File: config.mk
export PLATFORM = sky130hd
export DESIGN_NAME = interrupt_manager
export DESIGN_NICKNAME = d
export VERILOG_FILES = /design/src/hw/irq_pkg.sv /design/src/hw/interrupt_manager.sv
export VERILOG_INCLUDE_DIRS = /design/src /design/src/include
export SDC_FILE = /design/constraint.sdc
export NUM_CORES = 1
export LEC_CHECK = 0
export BUFFER_PORTS_ARGS = -buffer_cell sky130_fd_sc_hd__buf_2
export CAP_MARGIN = 20
export CORE_UTILIZATION = 25
export CTS_BUF_LIST = sky130_fd_sc_hd__clkbuf_8
export CTS_CLUSTER_SIZE = 16
export DETAILED_ROUTE_END_ITERATION = 12
export MAX_ROUTING_LAYER = met4
export PLACE_DENSITY_LB_ADDON = 0.25
export SLEW_MARGIN = 20
export SYNTH_ARGS = -nofsm -noshare
export SYNTH_HDL_FRONTEND = slang
export SYNTH_SLANG_ARGS = --single-unit
File: constraint.sdc
create_clock -name iCLOCK -period 2.6 [get_ports iCLOCK]
set_clock_uncertainty 0.1 [all_clocks]
set_input_delay 0.52 -clock iCLOCK [delete_from_list [all_inputs] [get_ports iCLOCK]]
set_output_delay 0.52 -clock iCLOCK [all_outputs]
set_load 0.02 [all_outputs]
File: src/include/irq_defs.svh
`ifndef IRQ_DEFS_SVH
`define IRQ_DEFS_SVH

// Clear table data and number registers on reset
// 1'b0 leaves them at their power-up value
`define DATA_RESET_ENABLE 1'b1

`endif

File: src/hw/irq_pkg.sv
package irq_pkg;

	// Widths of the interrupt front end
	localparam int DEV_NUM_W = 6;
	localparam int IRQ_NUM_W = 7;
	localparam int FI0R_W = 32;
	localparam int ICT_ENTRIES = 1 << DEV_NUM_W;

	// Device line number, 0 to 63
	typedef logic [DEV_NUM_W-1:0] dev_num_t;

	// Interrupt number, bit 6 set for faults
	typedef logic [IRQ_NUM_W-1:0] irq_num_t;

	typedef logic [FI0R_W-1:0] fi0r_t;

	// Shared external-request bus from the arbiter
	typedef struct packed {
		logic active;
		dev_num_t num;
	} ext_req_t;

	// Fault report held for the manager
	typedef struct packed {
		logic active;
		irq_num_t num;
		fi0r_t fi0r;
	} fault_req_t;

	// One configuration table write
	typedef struct packed {
		logic strobe;
		dev_num_t entry;
		logic enable;
		logic valid;
	} ict_write_t;

	// Request towards the exception side
	typedef struct packed {
		logic active;
		irq_num_t num;
		fi0r_t fi0r;
	} exc_req_t;

endpackage

File: src/hw/interrupt_manager.sv
`include "irq_defs.svh"

module interrupt_manager (
	input logic iCLOCK,
	input logic inRESET,
	// Configuration table write port
	input irq_pkg::ict_write_t ict,
	// Device side
	input irq_pkg::ext_req_t ext_req,
	output logic ext_ack,
	output logic ext_reject,
	// Fault side
	input irq_pkg::fault_req_t fault,
	output logic fault_ack,
	// Exception side
	input logic exc_lock,
	output irq_pkg::exc_req_t exc,
	input logic exc_ack
);

	typedef enum logic {
		ST_IDLE,
		ST_WAIT
	} state_t;

	// Per-line configuration
	logic ict_enable [irq_pkg::ICT_ENTRIES];
	logic ict_valid [irq_pkg::ICT_ENTRIES];

	// Hardware request latch
	logic hw_valid;
	irq_pkg::dev_num_t hw_num;

	// Dispatch state
	state_t state;
	irq_pkg::irq_num_t irq_num;
	irq_pkg::fi0r_t irq_fi0r;
	logic irq_is_hw;
	logic ack_pulse;

	logic line_enabled;
	logic latch_open;
	logic dispatch_ok;
	logic take_fault;
	logic take_hw;
	logic exc_active;

	always_ff @(posedge iCLOCK or negedge inRESET) begin
		if (!inRESET) begin
			for (int i = 0; i < irq_pkg::ICT_ENTRIES; i++) begin
				ict_valid[i] <= 1'b0;
			end
			if (`DATA_RESET_ENABLE) begin
				for (int i = 0; i < irq_pkg::ICT_ENTRIES; i++) begin
					ict_enable[i] <= 1'b0;
				end
			end
		end else if (ict.strobe) begin
			ict_enable[ict.entry] <= ict.enable;
			ict_valid[ict.entry] <= ict.valid;
		end
	end

	// Invalid entries pass everything, valid ones follow the enable bit
	assign line_enabled = !ict_valid[ext_req.num] || ict_enable[ext_req.num];

	// The acked request is still on the bus during ext_ack, keep it out
	assign latch_open = !hw_valid && !ext_ack;
	assign ext_reject = latch_open && ext_req.active && !line_enabled;

	assign dispatch_ok = (state == ST_IDLE) && !exc_lock;
	// Faults win over device interrupts
	assign take_fault = dispatch_ok && fault.active;
	assign take_hw = dispatch_ok && !fault.active && hw_valid;

	always_ff @(posedge iCLOCK or negedge inRESET) begin
		if (!inRESET) begin
			hw_valid <= 1'b0;
			if (`DATA_RESET_ENABLE) begin
				hw_num <= '0;
			end
		end else if (latch_open) begin
			if (ext_req.active && line_enabled) begin
				hw_valid <= 1'b1;
				hw_num <= ext_req.num;
			end
		end else if (take_hw) begin
			hw_valid <= 1'b0;
		end
	end

	// Dispatch FSM, one interrupt out until exc_ack
	always_ff @(posedge iCLOCK or negedge inRESET) begin
		if (!inRESET) begin
			state <= ST_IDLE;
			irq_is_hw <= 1'b0;
			ack_pulse <= 1'b0;
			if (`DATA_RESET_ENABLE) begin
				irq_num <= '0;
				irq_fi0r <= '0;
			end
		end else begin
			case (state)
				ST_IDLE: begin
					if (take_fault) begin
						state <= ST_WAIT;
						irq_num <= fault.num;
						irq_fi0r <= fault.fi0r;
						irq_is_hw <= 1'b0;
						ack_pulse <= 1'b1;
					end else if (take_hw) begin
						state <= ST_WAIT;
						irq_num <= irq_pkg::irq_num_t'(hw_num);
						// Devices carry no fault info
						irq_fi0r <= '0;
						irq_is_hw <= 1'b1;
						ack_pulse <= 1'b1;
					end
				end
				ST_WAIT: begin
					ack_pulse <= 1'b0;
					if (exc_ack) begin
						state <= ST_IDLE;
					end
				end
			endcase
		end
	end

	// Source ack in the first waiting cycle
	assign ext_ack = ack_pulse && irq_is_hw;
	assign fault_ack = ack_pulse && !irq_is_hw;

	// Waiting: high until exc_ack, idle: high when something can go out
	assign exc_active = (state == ST_WAIT) ? !exc_ack
		: (!exc_lock && (fault.active || hw_valid));

	assign exc = '{
		active: exc_active,
		num: irq_num,
		fi0r: irq_fi0r
	};

endmodule

**Yosys cells after proc, flatten, opt, wreduce, memory -nomap -nowiden**

Index checks and enable logic that the tools add are counted.

- Output and inout port bits: 43
- Logic and storage cells: 196
- Bits of input ports: 60
- Flip-flop bits (word level): 177

- Equal/unequal tests: 2
- Order comparisons: 3
- Mux-type cells: 26
- Reductions and logical operators: 27
- Bitwise logic cells: 3

Operator list:

| operator | number |
|---|---|
| bitwise mux 64 bit | 2 |
| two-way mux 32 bit | 2 |
| two-way mux 1 bit | 15 |
| >= comparator 7 bit, second input constant | 2 |
| two-way mux 7 bit | 2 |
| inverter 6 -> 7 bit | 2 |
| binary-select mux 1 bit (select 6 bit) | 2 |
| logical AND 1 bit | 12 |
| zero test 1 bit | 8 |
| less-than comparator 7 x 1 -> 1 bit, second input constant | 1 |
| demux 1 bit (select 6 bit) | 1 |
| AND reduction 2 bit | 3 |
| case mux 1 bit (2 select lines) | 2 |
| nonzero test 2 bit | 2 |
| != test 3 bit, second input constant | 1 |
| logical OR 1 bit | 2 |
| != test 2 x 1 -> 1 bit, second input constant | 1 |
| inverter 1 bit | 1 |

**Logic depth before layout (Yosys ltp)**

- Word-level depth: 9
- Gate-level depth with buffers: 10
- Gate-level depth less buffers: 7

**Least setup slack after synthesis**

Ideal clock, no wire load.

- Path kind: input port to output port
- Start: in ext_req[0] in the netlist's numbering
- End: out ext_reject
- Cell stages on the path: 9
- Required time: 1.980 ns
- Data arrival time: 2.261 ns
- Path buffers: 2
- Setup slack: -0.281 ns
- Path through: buf_6 > buf_6 > nor3b_4 > nor3_2 > o41ai_4 > nand2_2 > a2111oi_4 > nand2_1 > nor2_1

- Longest elaborated chain between the ends: 8
- Elaborated cells on any way between the ends: 11
- Those cells by class: 6 x mux; 1 x bitwise; 4 x reduce/logical

RTL lines:

| element | RTL line | source |
|---|---|---|
| start: declaration | interrupt_manager.sv:9 | `input irq_pkg::ext_req_t ext_req,` |
| inverter 6 -> 7 bit (implied by the code) (*) | interrupt_manager.sv:65 | `assign line_enabled = !ict_valid[ext_req.num] \|\| ict_enable[ext_req.num];` |
| binary-select mux 1 bit (select 6 bit) | interrupt_manager.sv:65 |  |
| two-way mux 1 bit (implied by the code) (2 in a row) | interrupt_manager.sv:65 |  |
| zero test 1 bit | interrupt_manager.sv:65 |  |
| logical OR 1 bit (*) | interrupt_manager.sv:65 |  |
| zero test 1 bit (*) | interrupt_manager.sv:69 | `assign ext_reject = latch_open && ext_req.active && !line_enabled;` |
| logical AND 1 bit (*) | interrupt_manager.sv:69 |  |
| end: declaration | interrupt_manager.sv:11 | `output logic ext_reject,` |

Mark *: on every way between the ends. The rest lies on a longest branch, timed or not. The select of a mux whose other input is x is not followed.

**Final worst setup path**

- Start: reg ict_valid[14] in the netlist's numbering
- End: out ext_reject

- Longest elaborated chain between the ends: 7

RTL lines:

| element | RTL line | source |
|---|---|---|
| start: declaration | interrupt_manager.sv:28 | `logic ict_valid [irq_pkg::ICT_ENTRIES];` |
| start signal: indexed assignment | interrupt_manager.sv:60 | `ict_valid[ict.entry] <= ict.valid;` |
| binary-select mux 1 bit (select 6 bit) | interrupt_manager.sv:65 |  |
| two-way mux 1 bit (implied by the code) (2 in a row) | interrupt_manager.sv:65 |  |
| zero test 1 bit | interrupt_manager.sv:65 |  |
| logical OR 1 bit | interrupt_manager.sv:65 |  |
| zero test 1 bit | interrupt_manager.sv:69 |  |
| logical AND 1 bit | interrupt_manager.sv:69 |  |

No other way between the ends. The select of a mux whose other input is x is not followed.

==> qor.txt <==
Setup violation total in the final timing report = 1
Critical path endpoint category = primary output
Area taken by multi-input logic gates = 3650 µm²
Failing checks = setup timing
Sink Count = 177
Achievable Freq = 327.6 MHz
CP max stage cell = mux4_2
CP max FO = 2
Starting Density = 25.35%
XOR/XNOR Fraction of Synth Area = 0%
Mapped Nets = 745
Compound-Gate Fraction of Synth Area = 8.852%
Netlist cell types = 62
Synth Area in Adders = 0%
Number of CTS-inserted buffers = 17
Vias = 5771
Register bit total from synthesis = 177
RSZ-0062 raised after global routing = true
# Max-Cap Violations = 0
Most frequent cells in the layout = 177 x dfrtp_1, 127 x mux2_2, 100 x buf_2
Grt ovf = 0
Layout fillers = 3326
Syn avg cell area = 12.01 µm²
Crit path time final = 3.052 ns
TritonCTS clock tree = yes
Reg2reg path depth = 8
Avg WL per Cell = 17.28 µm
GPL Wtd Cong = 0.7625
Post-synthesis mux area share = 19.24%
Critical R2R Launch = ict_valid[14]
Initial antenna violation count = 1
Finished Core Util = 31.13%
EDFF count, synth = 0
Simple-gate share of the synthesized area = 15.00%
Yosys warning count = 0
Port bufs = 102
CP arrival = 2.43 ns
Delay-heaviest family, CP = simple AND/OR/NAND/NOR gates
Htree depth = 4
Worst hold start = exc_ack
P&R area growth vs syn = 22.80%
Slowest stage delay, CP = 0.45 ns
Clock root buffer = clkbuf_8
Leakage power = 0.004655 µW
Netlist Area Pre-Place = 8227 µm²
GRT Total Usage = 14.30%
Final worst slack = -0.4522 ns
Post-synthesis instance total = 685
DRC viols = 0
Critical path buffers and inverters = 1
Asr flop ratio synth = 100.0%
Post-synth top area share = 53.84%
Vias in the first global route = 6034
Biggest area consumer among synthesized cells = dfrtp_1
Startpoint class of the critical path = flop
Worst EP required = 1.98 ns
Worst-Skew Late Latency = 0.47 ns
Total Nets Final = 881
Clock buffer depth = 2
Worst setup path category = flop to primary output
Worst Hold Path EP = state
Synth top area cells = dfrtp_1 54%, mux2_2 17%, a22o_1 3.5%, nand2_1 2.3%, nor2b_1 2.3%
Seq/Total Area, Yosys = 53.84%
Worst slew pin tran = 0.6224 ns
Rel. slew slack = 58.51%
First-pass GRT wire length = 35340 µm
Layout cell share with drive strength beyond 1 = 42.86%
Peak VDD IR = 332.6 µV
Most common cell after layout, fill and taps aside = dfrtp_1
Row Count = 66
Largest net degree at the start of global routing = 65
Final hold viol count = 0
Ratio of final minimum period to clock period = 117.4%
Hold slack = 0.1460 ns
Largest family of logic cells by synthesized area = multiplexers
P per Cell Area = 758.5 nW/µm²
Drt first pass iters = 6
R2R Path End = hw_num[3]
Final WL = 22060 µm
DPL Wire Length = 15270 µm
Total power = 7662 µW
Vias per Instance = 4.523
Ys flop type = dfrtp_1
Iteration-0 DRC Markers = 301
Final ANT Viol Nets = 0
Slew Viols, Final = 0
Die area = 33640 µm²
Die X = 183.4 µm
I/O pin cnt = 103
Result of the run = finished with violations
Crit-path cells = nor3b_4 > mux4_2 > or2_1 > a311oi_2 > a2111oi_4 > nand2_1 > nor2_4 > buf_6
Core Area = 32450 µm²
Clock transition at path regs = 0.10 ns
TNS Setup = -0.4522 ns
Flop2flop setup slack = 0 ns
FF/Latch Area = 4429 µm²
Min-Delay Path Depth = 2
Hold Crit Class = input pin to flop
Die H = 183.4 µm
==> through the flow <==
step,std cells,cell area (µm²),setup WS [ns]
after floorplan,685,8244,-0.1463
after global placement,1243,9624,-0.4987
after detailed placement,1243,9624,-0.6004
after CTS,1276,10050,-0.5041
after global routing,1276,10100,-0.5735
final,1276,10100,-0.4522
==> synthesized netlist by cell type, types with 2 or more instances <==
library cell / n
and2_1: 4
a22o_1: 33
o41ai_1: 2
o21ai_0: 16
and3_1: 3
nor3_1: 25
o32a_1: 2
a21oi_1: 2
and3b_1: 3
o32ai_1: 3
nor3b_1: 21
mux2_4: 4
nor4b_1: 2
clkbuf_1: 31
inv_1: 14
mux2i_1: 7
nor2_1: 44
nor4bb_1: 2
nand3_1: 9
nand3b_1: 3
nor4_1: 2
nor3b_2: 4
nand2b_1: 7
dfrtp_1: 177
nor2b_1: 30
or2_2: 2
buf_2: 3
buf_6: 4
a311oi_1: 2
buf_1: 3
or2_1: 2
o22ai_1: 9
nand2_1: 51
mux2_2: 127
a2111oi_0: 4
nand4_1: 2
==> report_power, final <==
group          switching (µW)  leakage (µW)  internal [µW]  total (µW)
combinational            1160       0.00214            942        2110
sequential                323       0.00232           3350        3680
clock                    1080      0.000194            799        1880
total                    2570       0.00465           5100        7660
==> sequential cells by signal, indices dropped and copies added (netlist names) <==
name        flops
ack_pulse       1
hw_num          6
hw_valid        1
ict_enable     64
ict_valid      64
irq_fi0r       32
irq_is_hw       1
irq_num         7
state           1
==> worst max path at each step <==
| stage | start | endpoint | slack, ns | depth (start not counted) |
|---|---|---|---|---|
| 3_5_place_dp | ext_req[0] | ext_reject | -0.60 | 10 |
| 4_1_cts | ict_valid[14] | ext_reject | -0.50 | 8 |
| 3_3_place_gp | ext_req[0] | ext_reject | -0.50 | 10 |
| 2_1_floorplan | ext_req[0] | ext_reject | -0.15 | 9 |
| 5_1_grt | ict_valid[14] | ext_reject | -0.57 | 8 |
| 6_report | ict_valid[14] | ext_reject | -0.45 | 8 |
==> cell type report <==
cell class | instances | share of cell area [%]
antenna | 1 | 0.02477
multi-input combinational | 451 | 36.13
clock buffer | 18 | 2.452
sequential | 177 | 43.84
clock inverter | 13 | 1.263
timing repair buffer | 160 | 10.29
inverter | 14 | 0.5202
tap | 442 | 5.474
==> cell families (layout without fill, tap and decap cells) <==
family | count (synthesis) | count (layout)
flops | 177 | 177
compound gates | 87 | 87
mux | 139 | 139
simple gates | 225 | 225
other cells | 0 | 1
buf+inv | 57 | 205
==> routing by layer <==
layer | wire length, µm | global-route usage (%) | vias up
met4 | 229 | 3.700 | 0
li1 | - | - | 2738
met5 | 0 | - | -
met2 | 10470 | 22.11 | 74
met3 | 649 | 2.681 | 14
met1 | 10710 | 19.17 | 2945
==> what timing repair did <==
action,CTS,global route
cloned,0,0
buffers inserted,1,1
endpoints found under the setup margin,7,7
endpoints found under the hold margin,55,0
hold buffers,1,0
pin swaps,3,2
resized for setup,7,12
Note: power is estimated with default switching activity, not from simulation.
