===== src/include/irq_defs.svh =====
`ifndef IRQ_DEFS_SVH
`define IRQ_DEFS_SVH

// Clear table data and number registers on reset
// 1'b0 leaves them at their power-up value
`define DATA_RESET_ENABLE 1'b1

`endif


===== src/hw/irq_pkg.sv =====
package irq_pkg;

	// Widths of the interrupt front end
	localparam int DEV_NUM_W = 6;
	localparam int IRQ_NUM_W = 7;
	localparam int FI0R_W = 32;
	localparam int ICT_ENTRIES = 1 << DEV_NUM_W;

	// Device line number, 0 to 63
	typedef logic [DEV_NUM_W-1:0] dev_num_t;

	// Interrupt number, bit 6 set for faults
	typedef logic [IRQ_NUM_W-1:0] irq_num_t;

	typedef logic [FI0R_W-1:0] fi0r_t;

	// Shared external-request bus from the arbiter
	typedef struct packed {
		logic active;
		dev_num_t num;
	} ext_req_t;

	// Fault report held for the manager
	typedef struct packed {
		logic active;
		irq_num_t num;
		fi0r_t fi0r;
	} fault_req_t;

	// One configuration table write
	typedef struct packed {
		logic strobe;
		dev_num_t entry;
		logic enable;
		logic valid;
	} ict_write_t;

	// Request towards the exception side
	typedef struct packed {
		logic active;
		irq_num_t num;
		fi0r_t fi0r;
	} exc_req_t;

endpackage


===== src/hw/fault_capture.sv =====
module fault_capture (
	input logic iCLOCK,
	input logic inRESET,
	// Single-cycle report from the ALU
	input logic fault_strobe,
	input irq_pkg::irq_num_t fault_num,
	input irq_pkg::fi0r_t fault_fi0r,
	// Held fault towards the manager
	output irq_pkg::fault_req_t fault,
	input logic fault_ack,
	output logic fault_overrun
);

	logic held_active;
	irq_pkg::irq_num_t held_num;
	irq_pkg::fi0r_t held_fi0r;

	// Entry state and sticky overrun
	always_ff @(posedge iCLOCK or negedge inRESET) begin
		if (!inRESET) begin
			held_active <= 1'b0;
			fault_overrun <= 1'b0;
		end else begin
			if (held_active) begin
				if (fault_ack) begin
					held_active <= 1'b0;
				end
				// Report while full is lost
				if (fault_strobe) begin
					fault_overrun <= 1'b1;
				end
			end else if (fault_strobe) begin
				held_active <= 1'b1;
			end
		end
	end

	// Payload only loads into an empty entry
	always_ff @(posedge iCLOCK) begin
		if (fault_strobe && !held_active) begin
			held_num <= fault_num;
			held_fi0r <= fault_fi0r;
		end
	end

	assign fault = '{
		active: held_active,
		num: held_num,
		fi0r: held_fi0r
	};

endmodule


===== config.mk =====
export PLATFORM = sky130hd
export DESIGN_NAME = fault_capture
export DESIGN_NICKNAME = d
export VERILOG_FILES = /design/src/include/irq_defs.svh /design/src/hw/irq_pkg.sv /design/src/hw/fault_capture.sv
export SDC_FILE = /design/constraint.sdc
export NUM_CORES = 1
export LEC_CHECK = 0
export BUFFER_PORTS_ARGS = -buffer_cell sky130_fd_sc_hd__buf_2
export CELL_PAD_IN_SITES_DETAIL_PLACEMENT = 1
export CELL_PAD_IN_SITES_GLOBAL_PLACEMENT = 2
export CORE_MARGIN = 4
export CORE_UTILIZATION = 28
export CTS_CLUSTER_DIAMETER = 100
export DETAILED_ROUTE_END_ITERATION = 10
export GPL_ROUTABILITY_DRIVEN = 0
export PLACE_DENSITY = 0.84
export SLEW_MARGIN = 20
export SYNTH_ARGS = -nofsm -noshare
export SYNTH_HDL_FRONTEND = slang
export SYNTH_SLANG_ARGS = --single-unit

===== constraint.sdc =====
create_clock -name iCLOCK -period 3 [get_ports iCLOCK]
set_input_delay 0.45 -clock iCLOCK [delete_from_list [all_inputs] [get_ports iCLOCK]]
set_output_delay 0.45 -clock iCLOCK [all_outputs]
set_load 0.01 [all_outputs]

# Yosys cells after proc, flatten, opt, wreduce, memory -nomap -nowiden
# Index checks and enable logic that the tools add are counted.
[op_classes]
add_sub_neg = 0
mul = 0
div_mod_pow = 0
order_cmp = 0
n_eq_ne = 0
shifts = 0
muxes = 3
n_bitwise = 0
n_reduce_logical = 3
[ops]
columns = ["op", "n"]
rows = [
  ["two-way mux 1 bit", 3],
  ["AND reduction 2 bit", 1],
  ["logical AND 1 bit", 1],
  ["logical NOT 1 bit", 1],
]
[word_totals]
ff_bits = 41
latchBits = 0
ramBits = 0
mem_bits_ro = 0
in_bits = 43
output_inout_bits = 41
word_cells = 10
mem_count = 0

# Longest topological paths before layout
# Gate-level depths: netlist of run 1.
[logic_depth]
ltp_word = 2
ltp_mapped = 2
mapped_depth_nobuf = 2

# Worst setup path after synthesis of run 1
# Ideal clock, no wire load.
[synth_path]
path_type = "input-to-reg"
start = "input fault_strobe"
end = "register held_fi0r[0] (enable)"
setup_time_ns = 0.405
t_arrival_ns = 1.525
required_ns = 2.595
setup_slack_ns = 1.069
path_stages = 1
n_path_buf = 0
cell_sequence = "nor2b_2"
[synth_via]
elab_chain_len = 1
[synth_lines]
columns = ["item", "line_no", "source"]
rows = [
  ["from (decl)", "fault_capture.sv:5", "input logic fault_strobe,"],
  ["logical AND 1 bit", "fault_capture.sv:40", "if (fault_strobe && !held_active) begin"],
  ["to (signal assigned)", "fault_capture.sv:42", "held_fi0r <= fault_fi0r;"],
  ["to (decl)", "fault_capture.sv:16", "irq_pkg::fi0r_t held_fi0r;"],
]
# Every way passes these cells.
# A chain may end at the register's enable or synchronous reset.

# Worst setup path in the final report of run 1
[layout_path]
start = "register held_active"
end = "register held_fi0r[23] (enable)"
[layout_via]
elab_chain_len = 2
[layout_lines]
columns = ["item", "line_no", "source"]
rows = [
  ["from (decl)", "fault_capture.sv:14", "logic held_active;"],
  ["from (signal assigned)", "fault_capture.sv:21", "held_active <= 1'b0;"],
  ["from (signal assigned)", "fault_capture.sv:26", "held_active <= 1'b0;"],
  ["from (signal assigned)", "fault_capture.sv:33", "held_active <= 1'b1;"],
  ["logical NOT 1 bit", "fault_capture.sv:40", ""],
  ["logical AND 1 bit", "fault_capture.sv:40", ""],
]
# Every way passes these cells.

==> flow_summary.ini, run 1 <==
[outcome]
status = completed

[power]
leakagePower_nw = 0.800
switchingPower_mw = 0.243
swShare = 0.201
ir_worst_vdd_mv = 0.295
pwr-share-seq = 0.569
combPwrFrac = 0.092
p_int_mw = 0.967
clockPowerShare = 0.339
power.density_mw_per_mm2 = 652

[grt]
grt_use_total = 0.105
grt_max_degree = 22
overflow = 0
antenna_found_initial = 0
grt_pass1_vias = 888
grt_pass1_wl_um = 4150

[synth]
yosysSeqAreaShare = 0.972
synthesis.nets = 89
yosysUniqueCellTypes = 6
syn_inst = 46
ys_ff_latch = 41
synth_area_mm2 = 0.00126
syn_avg_cell_area_um2 = 27.3
ys_warn_count = 0

[sta]
finalCritPeriodShare = 0.538
rsz0062_at_grt = false
fin_tns_setup_ns = 0
fin_crit_ns = 1.61
hold_slack_ns = 0.337
clock_skew_ns = 0.00523
hold_viol = 0
slew_viol_final = 0
slew_headroom = 0.627
worst_pin_slew_ns = 0.558
clock.fmax_ghz = 0.619
setup_viol = 0

[routing]
drtPass1Iterations = 3
detail_route.wl_per_cell_um = 14.9
wirelength_um = 2810
ant_nets = 0
route.vias.total = 768
drc_errors = 0
drt_iter0_markers = 37
avgViaCountPerCell = 4.06

[min_path]
hold_class = primary input to register
hold_depth = 1

[final_layout]
nets = 180
syn2layout_area_growth_pct = 47.7
layout.cells.non_filler = 189
drive_above_1_share = 0.672
antennaDiodeCount = 0

[clock_network]
htreeDepth = 2
cts-root-buf = clkbuf_8
cts_inserted_buffers = 5
clockBufferDepth = 2
clock-sinks = 41
clk_latency_ns = 0.28
clkTransAtPathRegs_ns = 0.07
cts_tree = built
cts_resized = 0

[die]
die_y_um = 75.0
ios = 84
row_count = 24
die_width_um = 75.0
dieArea_mm2 = 0.00562
core_mm2 = 0.00435
start_util = 0.289

[setup_path]
crit_type = register to register
cp.required_ns = 2.97
critPathCaptureType = register
r2r_cells = 2
start_kind = register
critPathArrivalTime_ns = 1.58
critPathMaxFanout = 21

[run]
maxCapViolCount = 0

[place]
place_inst = 181
dp_hpwl_um = 2280
portBuffers = 83
## cell usage in the layout, fill, tap and decap left out
cell type | synthesis | layout
clkbuf_8 | 0 | 5
buf_4 | 1 | 1
inv_1 | 1 | 1
a21o_1 | 2 | 2
buf_2 | 0 | 83
nor2b_4 | 0 | 1
clkinv_2 | 0 | 1
edfxtp_1 | 39 | 39
dlygate4sd3_1 | 0 | 1
bufinv_16 | 0 | 1
dfrtp_1 | 2 | 2
## layout make-up
cell class / count / area (um^2)
fill: 450 / 2500
sequential: 41 / 1220
timing repair buffer: 85 / 433
tap: 52 / 65.1
inverter: 1 / 3.75
multi-input combinational: 3 / 28.8
clock buffer: 5 / 68.8
clock inverter: 2 / 35.0
## cells in the mapped netlist
| cell | instances | area, um^2 |
|---|---|---|
| buf_4 | 1 | 7.51 |
| inv_1 | 1 | 3.75 |
| dfrtp_1 | 2 | 50.1 |
| nor2b_2 | 1 | 8.76 |
| a21o_1 | 2 | 15.0 |
| edfxtp_1 | 39 | 1170 |
## stage by stage
step / instance area [um^2] / total power, mW / util / worst slack (ns)
global route: 1860 / 1.26 / 0.426 / 1.24
finish: 1860 / 1.21 / 0.426 / 1.39
global placement: 1740 / 0.811 / 0.400 / 1.29
CTS: 1860 / 1.22 / 0.426 / 1.37
detailed placement: 1740 / 0.815 / 0.400 / 1.24
floorplan: 1260 / 0.744 / - / 1.07
## registers in the layout, summed over array words and instances (netlist names)
signal and count:
fault_overrun 1, held_active 1, held_fi0r 32, held_num 7
## worst max-delay path: stages (launching register included)
cell	delay, ns
dfrtp_1	0.43
nor2b_4	0.48
buf_4	0.37
## power groups by stage
stage	Sequential (mW)	Clock (mW)	Combinational (mW)
6_report	0.689	0.410	0.111
5_1_grt	0.693	0.447	0.123
4_1_cts	0.690	0.421	0.113
3_5_place_dp	0.702	0	0.112
3_3_place_gp	0.701	0	0.109
2_1_floorplan	0.722	0	0.0213
## metal layers
| metal | vias up | share of wire | track usage |
|---|---|---|---|
| li1 | 359 | - | - |
| met3 | 6 | 0.13 | 0.0494 |
| met2 | 58 | 0.49 | 0.170 |
| met1 | 345 | 0.35 | 0.115 |
| met4 | 0 | 0.018 | 0.0534 |
| met5 | - | 0 | 0 |
## final timing paths
kind | start | end | slack (ns)
setup reg to reg | held_active | held_fi0r[23] | 1.39
max in group asynchronous | inRESET | held_active | 2.42
hold / removal | fault_fi0r[31] | held_fi0r[31] | 0.34
min in group asynchronous | inRESET | fault_overrun | 0.48
hold reg to reg | fault_overrun | fault_overrun | 0.47
setup / recovery | held_active | held_fi0r[23] | 1.39
## cells by family (layout without fill, tap and decap cells)
family | count (synthesis) | after routing | synth area share
AND/OR/NAND/NOR | 1 | 1 | 0.00697
AO/OA/AOI/OAI | 2 | 2 | 0.0119
flip-flops | 41 | 41 | 0.972
buffers and inverters | 2 | 93 | 0.00896
## what timing repair did
| item | 4_1_cts | 5_1_grt |
|---|---|---|
| setup buffers | 0 | 0 |
| hold buffers | 1 | 0 |
| hold endpoints to repair | 2 | 0 |
No activity file was read; power rests on OpenSTA's default activity.
==> run 2, diff against run 1 <==
--- a/config.mk
+++ b/config.mk
@@ -9,11 +9,11 @@
 export CELL_PAD_IN_SITES_DETAIL_PLACEMENT = 1
 export CELL_PAD_IN_SITES_GLOBAL_PLACEMENT = 2
 export CORE_MARGIN = 4
-export CORE_UTILIZATION = 28
+export CORE_UTILIZATION = 26
 export CTS_CLUSTER_DIAMETER = 100
 export DETAILED_ROUTE_END_ITERATION = 10
 export GPL_ROUTABILITY_DRIVEN = 0
-export PLACE_DENSITY = 0.84
+export PLACE_DENSITY = 0.79
 export SLEW_MARGIN = 20
 export SYNTH_ARGS = -nofsm -noshare
 export SYNTH_HDL_FRONTEND = slang
==> constraint.sdc (replaced) <==
create_clock -name iCLOCK -period 1.68 [get_ports iCLOCK]
set_input_delay 0.252 -clock iCLOCK [delete_from_list [all_inputs] [get_ports iCLOCK]]
set_output_delay 0.252 -clock iCLOCK [all_outputs]
set_load 0.01 [all_outputs]
==> flow_summary.ini, run 2 (synthesized netlist as in run 1, its figures left out) <==
[routing]
avgViaCountPerCell = 4.10
detail_route.wl_per_cell_um = 15.0
drt_iter0_markers = 39
ant_nets = 0
route.vias.total = 791
drc_errors = 0
drtPass1Iterations = 3
wirelength_um = 2900

[clock_network]
clk_latency_ns = 0.29
cts_inserted_buffers = 5
clock-sinks = 41
cts_setup_buffers = 0
clkTransAtPathRegs_ns = 0.08
clockBufferDepth = 2
htreeDepth = 2
cts-root-buf = clkbuf_8
cts_tree = built

[final_layout]
num-fill-cells = 520
largest_reg_flops = 32
multiInputGateArea_um2 = 28.8
mostFrequentLayoutCell = buf_2
syn2layout_area_growth_pct = 46.8
layout_common_cells = buf_2, edfxtp_1, clkbuf_8
top_regs = held_fi0r x32, held_num x7
largest-register = held_fi0r
antennaDiodeCount = 0
seqCellArea_mm2 = 0.00122
drive_above_1_share = 0.669
nets = 181

[sta]
hold_viol = 0
setup_viol = 0
slew_headroom = 0.792
fin_tns_setup_ns = 0
hold_slack_ns = 0.133
rsz0062_at_grt = false
worst_pin_slew_ns = 0.312
slew_viol_final = 0
fin_crit_ns = 1.22
finalCritPeriodShare = 0.726
clock.fmax_ghz = 0.820
setup_ws_ns = 0.461
clock_skew_ns = 0.00726

[setup_path]
critPathArrivalTime_ns = 1.18
r2r_end = held_fi0r[8]
crit_type = register to register
critPathMaxFanout = 25
start_kind = register
r2r-start = held_active
r2r_cells = 2
cp.required_ns = 1.64
critPathCaptureType = register
crit_start = held_active
cp-endpoint = held_fi0r[8]
r2r_setup_slack_ns = 0.46

[place]
portBuffers = 83
dp_hpwl_um = 2290
post-place-ws_ns = 0.461

[die]
start_util = 0.268
core_mm2 = 0.00469
row_count = 25
dieArea_mm2 = 0.00601
ios = 84
die_width_um = 77.5
die_y_um = 77.5

[grt]
antenna_found_initial = 0
grt_pass1_wl_um = 4400
grt_use_total = 0.0985
grt_max_degree = 26
grt_pass1_vias = 861
overflow = 0

[power]
total_power_mw = 2.04
power.density_mw_per_mm2 = 1100
ir_worst_vdd_mv = 0.378
leakagePower_nw = 0.796

[run]
maxCapViolCount = 0

[min_path]
hold_class = primary input to register
hp-start = fault_num[5]

[outcome]
status = completed
## run 2: cell count changes in the layout (fill, tap and decap cells not counted)
| cell | before | now |
|---|---|---|
| clkinv_2 | 1 | 2 |
| buf_4 | 1 | 2 |
| clkbuf_1 | 0 | 1 |
| bufinv_16 | 1 | 0 |
## run 2: power breakdown
| group | leakage, nW | switching (mW) | total (mW) | internal [mW] |
|---|---|---|---|---|
| Combinational | 0.362 | 0.113 | 0.202 | 0.0894 |
| Clock | 0.0450 | 0.320 | 0.608 | 0.288 |
| Sequential | 0.389 | 0.0197 | 1.23 | 1.21 |
| Total | 0.796 | 0.452 | 2.04 | 1.59 |
## run 2: critical path: stages, from the launching register on
cell and delay [ns]:
dfrtp_1 0.44, nor2b_4 0.13, buf_4 0.31
## run 2: layer usage
layer,GRT usage,wire [um],vias to the layer above
met4,0.0374,36,0
met2,0.177,1590,49
li1,-,-,361
met1,0.0942,965,377
met3,0.0522,309,4
met5,0,0,-
## run 2: layout make-up
type,count,area share
well taps,54,0.0366
clock inverters,2,0.00543
flip-flops and latches,41,0.662
inverters,1,0.00204
clock buffers,6,0.0393
multi-input cells,3,0.0156
repair buffers,86,0.239
## run 2: worst min-delay path by stage
stage	end	slack [ns]	cells past startpoint
after floorplan	fault_overrun	-0.04	0
after global routing	held_fi0r[23]	0.12	1
final	held_num[5]	0.13	1
after CTS	held_fi0r[17]	0.12	1
after global placement	held_active	0.04	1
after detailed placement	held_active	0.04	1
## run 2: what timing repair did
item / 4_1_cts / 5_1_grt
hold buffers: 1 / 0
resized for setup: 0 / 0
hold endpoints to repair: 2 / 0
## run 2: stage by stage
stage / utilization / instances / instance area [um^2]
2_1_floorplan: - / 46 / 1260
3_3_place_gp: 0.373 / 184 / 1750
3_5_place_dp: 0.373 / 184 / 1750
4_1_cts: 0.393 / 193 / 1840
5_1_grt: 0.393 / 193 / 1840
6_report: 0.393 / 193 / 1840
==> run 3, diff against run 2 <==
--- a/config.mk
+++ b/config.mk
@@ -5,15 +5,16 @@
 export SDC_FILE = /design/constraint.sdc
 export NUM_CORES = 1
 export LEC_CHECK = 0
+export ABC_AREA = 1
 export BUFFER_PORTS_ARGS = -buffer_cell sky130_fd_sc_hd__buf_2
 export CELL_PAD_IN_SITES_DETAIL_PLACEMENT = 1
 export CELL_PAD_IN_SITES_GLOBAL_PLACEMENT = 2
 export CORE_MARGIN = 4
-export CORE_UTILIZATION = 26
+export CORE_UTILIZATION = 23
 export CTS_CLUSTER_DIAMETER = 100
 export DETAILED_ROUTE_END_ITERATION = 10
 export GPL_ROUTABILITY_DRIVEN = 0
-export PLACE_DENSITY = 0.79
+export PLACE_DENSITY = 0.75
 export SLEW_MARGIN = 20
 export SYNTH_ARGS = -nofsm -noshare
 export SYNTH_HDL_FRONTEND = slang
==> constraint.sdc (replaced) <==
create_clock -name iCLOCK -period 1.1 [get_ports iCLOCK]
set_input_delay 0.165 -clock iCLOCK [delete_from_list [all_inputs] [get_ports iCLOCK]]
set_output_delay 0.165 -clock iCLOCK [all_outputs]
set_load 0.01 [all_outputs]
==> flow_summary.ini, run 3 <==
[final_layout]
top_regs = held_fi0r x32, held_num x7
mostFrequentLayoutCell = buf_2
nets = 190
seqCellArea_mm2 = 0.00122
drive_above_1_share = 0.676
layout.cells.non_filler = 218
antennaDiodeCount = 0
layout_common_cells = buf_2, edfxtp_1, clkbuf_8
syn2layout_area_growth_pct = 57.0
largest_reg_flops = 32
num-fill-cells = 558
multiInputGateArea_um2 = 28.8
largest-register = held_fi0r

[sta]
clock_skew_ns = 0.00724
worst_pin_slew_ns = 0.188
fin_crit_ns = 1.14
slew_headroom = 0.874
hold_viol = 0
clock.fmax_ghz = 0.876
slew_viol_final = 0
setup_viol = 40
finalCritPeriodShare = 1.04
hold_slack_ns = 0.0490
rsz0062_at_grt = true
setup_ws_ns = -0.0414

[power]
leakagePower_nw = 0.851
ir_worst_vdd_mv = 0.747
power.density_mw_per_mm2 = 1720
total_power_mw = 3.42

[synth]
synthFlopType = edfxtp_1
syn_inst = 51
yosysTopAreaCell = edfxtp_1
synth_area_mm2 = 0.00127
synth_top_area_share = 0.924
synth_top_cells_by_area = edfxtp_1, dfrtp_1, inv_1
synth_common_cells = edfxtp_1, inv_1, nand2_1
yosysSeqAreaShare = 0.963
syn_avg_cell_area_um2 = 24.9
yosysUniqueCellTypes = 6
yosysMostFrequentCell = edfxtp_1
ys_ff_latch = 41
synth_edf_count = 39
synth_async_sr_flop_share = 0.0488
ys_warn_count = 0
synthesis.nets = 94

[place]
post-place-ws_ns = -0.0128
portBuffers = 83
dp_hpwl_um = 2570
place_inst = 207

[die]
die_y_um = 82.2
dieArea_mm2 = 0.00676
ios = 84
start_util = 0.242
row_count = 26
core_mm2 = 0.00524
die_width_um = 82.2

[routing]
avgViaCountPerCell = 3.79
drc_errors = 0
drtPass1Iterations = 3
wirelength_um = 3190
route.vias.total = 826
drt_iter0_markers = 9
ant_nets = 0
detail_route.wl_per_cell_um = 14.6

[run]
maxCapViolCount = 0

[clock_network]
clock-sinks = 41
cts_inserted_buffers = 5
cts-root-buf = clkbuf_8
clkTransAtPathRegs_ns = 0.08
htreeDepth = 2
cts_setup_buffers = 0
clockBufferDepth = 2
clk_latency_ns = 0.28
cts_tree = built

[grt]
antenna_found_initial = 0
overflow = 0
grt_pass1_vias = 946
grt_pass1_wl_um = 4640
grt_use_total = 0.0957
grt_max_degree = 26

[setup_path]
critPathArrivalTime_ns = 1.14
crit_type = register to register
critPathCaptureType = register
cp.required_ns = 1.10
critPathMaxFanout = 6
start_kind = register

[outcome]
status = finished, violations left
violations = setup timing

[min_path]
hold_class = primary input to register
==> run 3: cell families (layout without fill, tap and decap cells) <==
family | count (synthesis) | after routing | share of synthesized area
AND/OR/NAND/NOR | 5 | 5 | 0.0188
buffers and inverters | 5 | 102 | 0.0178
flip-flops | 41 | 41 | 0.963
==> run 3: final cells by class <==
cell class	instances	share of cell area
inverter	4	0.00943
sequential	41	0.614
tap	70	0.0440
timing repair buffer	90	0.263
clock inverter	3	0.0208
multi-input combinational	5	0.0145
clock buffer	5	0.0346
==> run 3: stage by stage <==
| step | util | TNS (ns) | instance area, um^2 |
|---|---|---|---|
| finish | 0.380 | -1.19 | 1990 |
| global route | 0.380 | -3.02 | 1990 |
| CTS | 0.372 | -0.735 | 1950 |
| detailed placement | 0.348 | -0.297 | 1820 |
| global placement | 0.348 | 0 | 1820 |
| floorplan | - | -12.61 | 1270 |
==> run 3: critical path, stage by stage, from the launching register on <==
cell and delay (ns):
dfrtp_1 0.40, inv_2 0.07, nand2_4 0.05, clkinvlp_4 0.16, clkbuf_16 0.18
==> run 3: what timing repair did <==
action	CTS	global route
endpoints found under the setup margin	26	40
resized for setup	1	2
endpoints found under the hold margin	2	0
cloned	0	2
pin swaps	0	0
hold buffers	1	0
==> run 3: report_power, final <==
part           total (mW)  internal [mW]  switching (mW)
logic               0.398          0.196           0.203
clock network        1.15          0.667           0.483
registers            1.87           1.84          0.0284
==> run 3: metal layers <==
layer | GRT usage | vias up | routed length (um)
met5 | 0 | - | 0
met4 | 0.0299 | 0 | 22
met3 | 0.0510 | 3 | 442
met2 | 0.166 | 57 | 1610
met1 | 0.0989 | 388 | 1120
li1 | - | 378 | -
==> run 3: path summary, 6_finish.rpt <==
| kind | from | end | slack, ns | cells past startpoint |
|---|---|---|---|---|
| min | fault_fi0r[1] | held_fi0r[1] | 0.05 | 1 |
| max in group asynchronous | inRESET | fault_overrun | 0.80 | 2 |
| min reg2reg | fault_overrun | fault_overrun | 0.48 | 2 |
| min in group asynchronous | inRESET | held_active | 0.20 | 2 |
| max | held_active | held_fi0r[27] | -0.04 | 4 |
| max reg2reg | held_active | held_fi0r[27] | -0.04 | 4 |
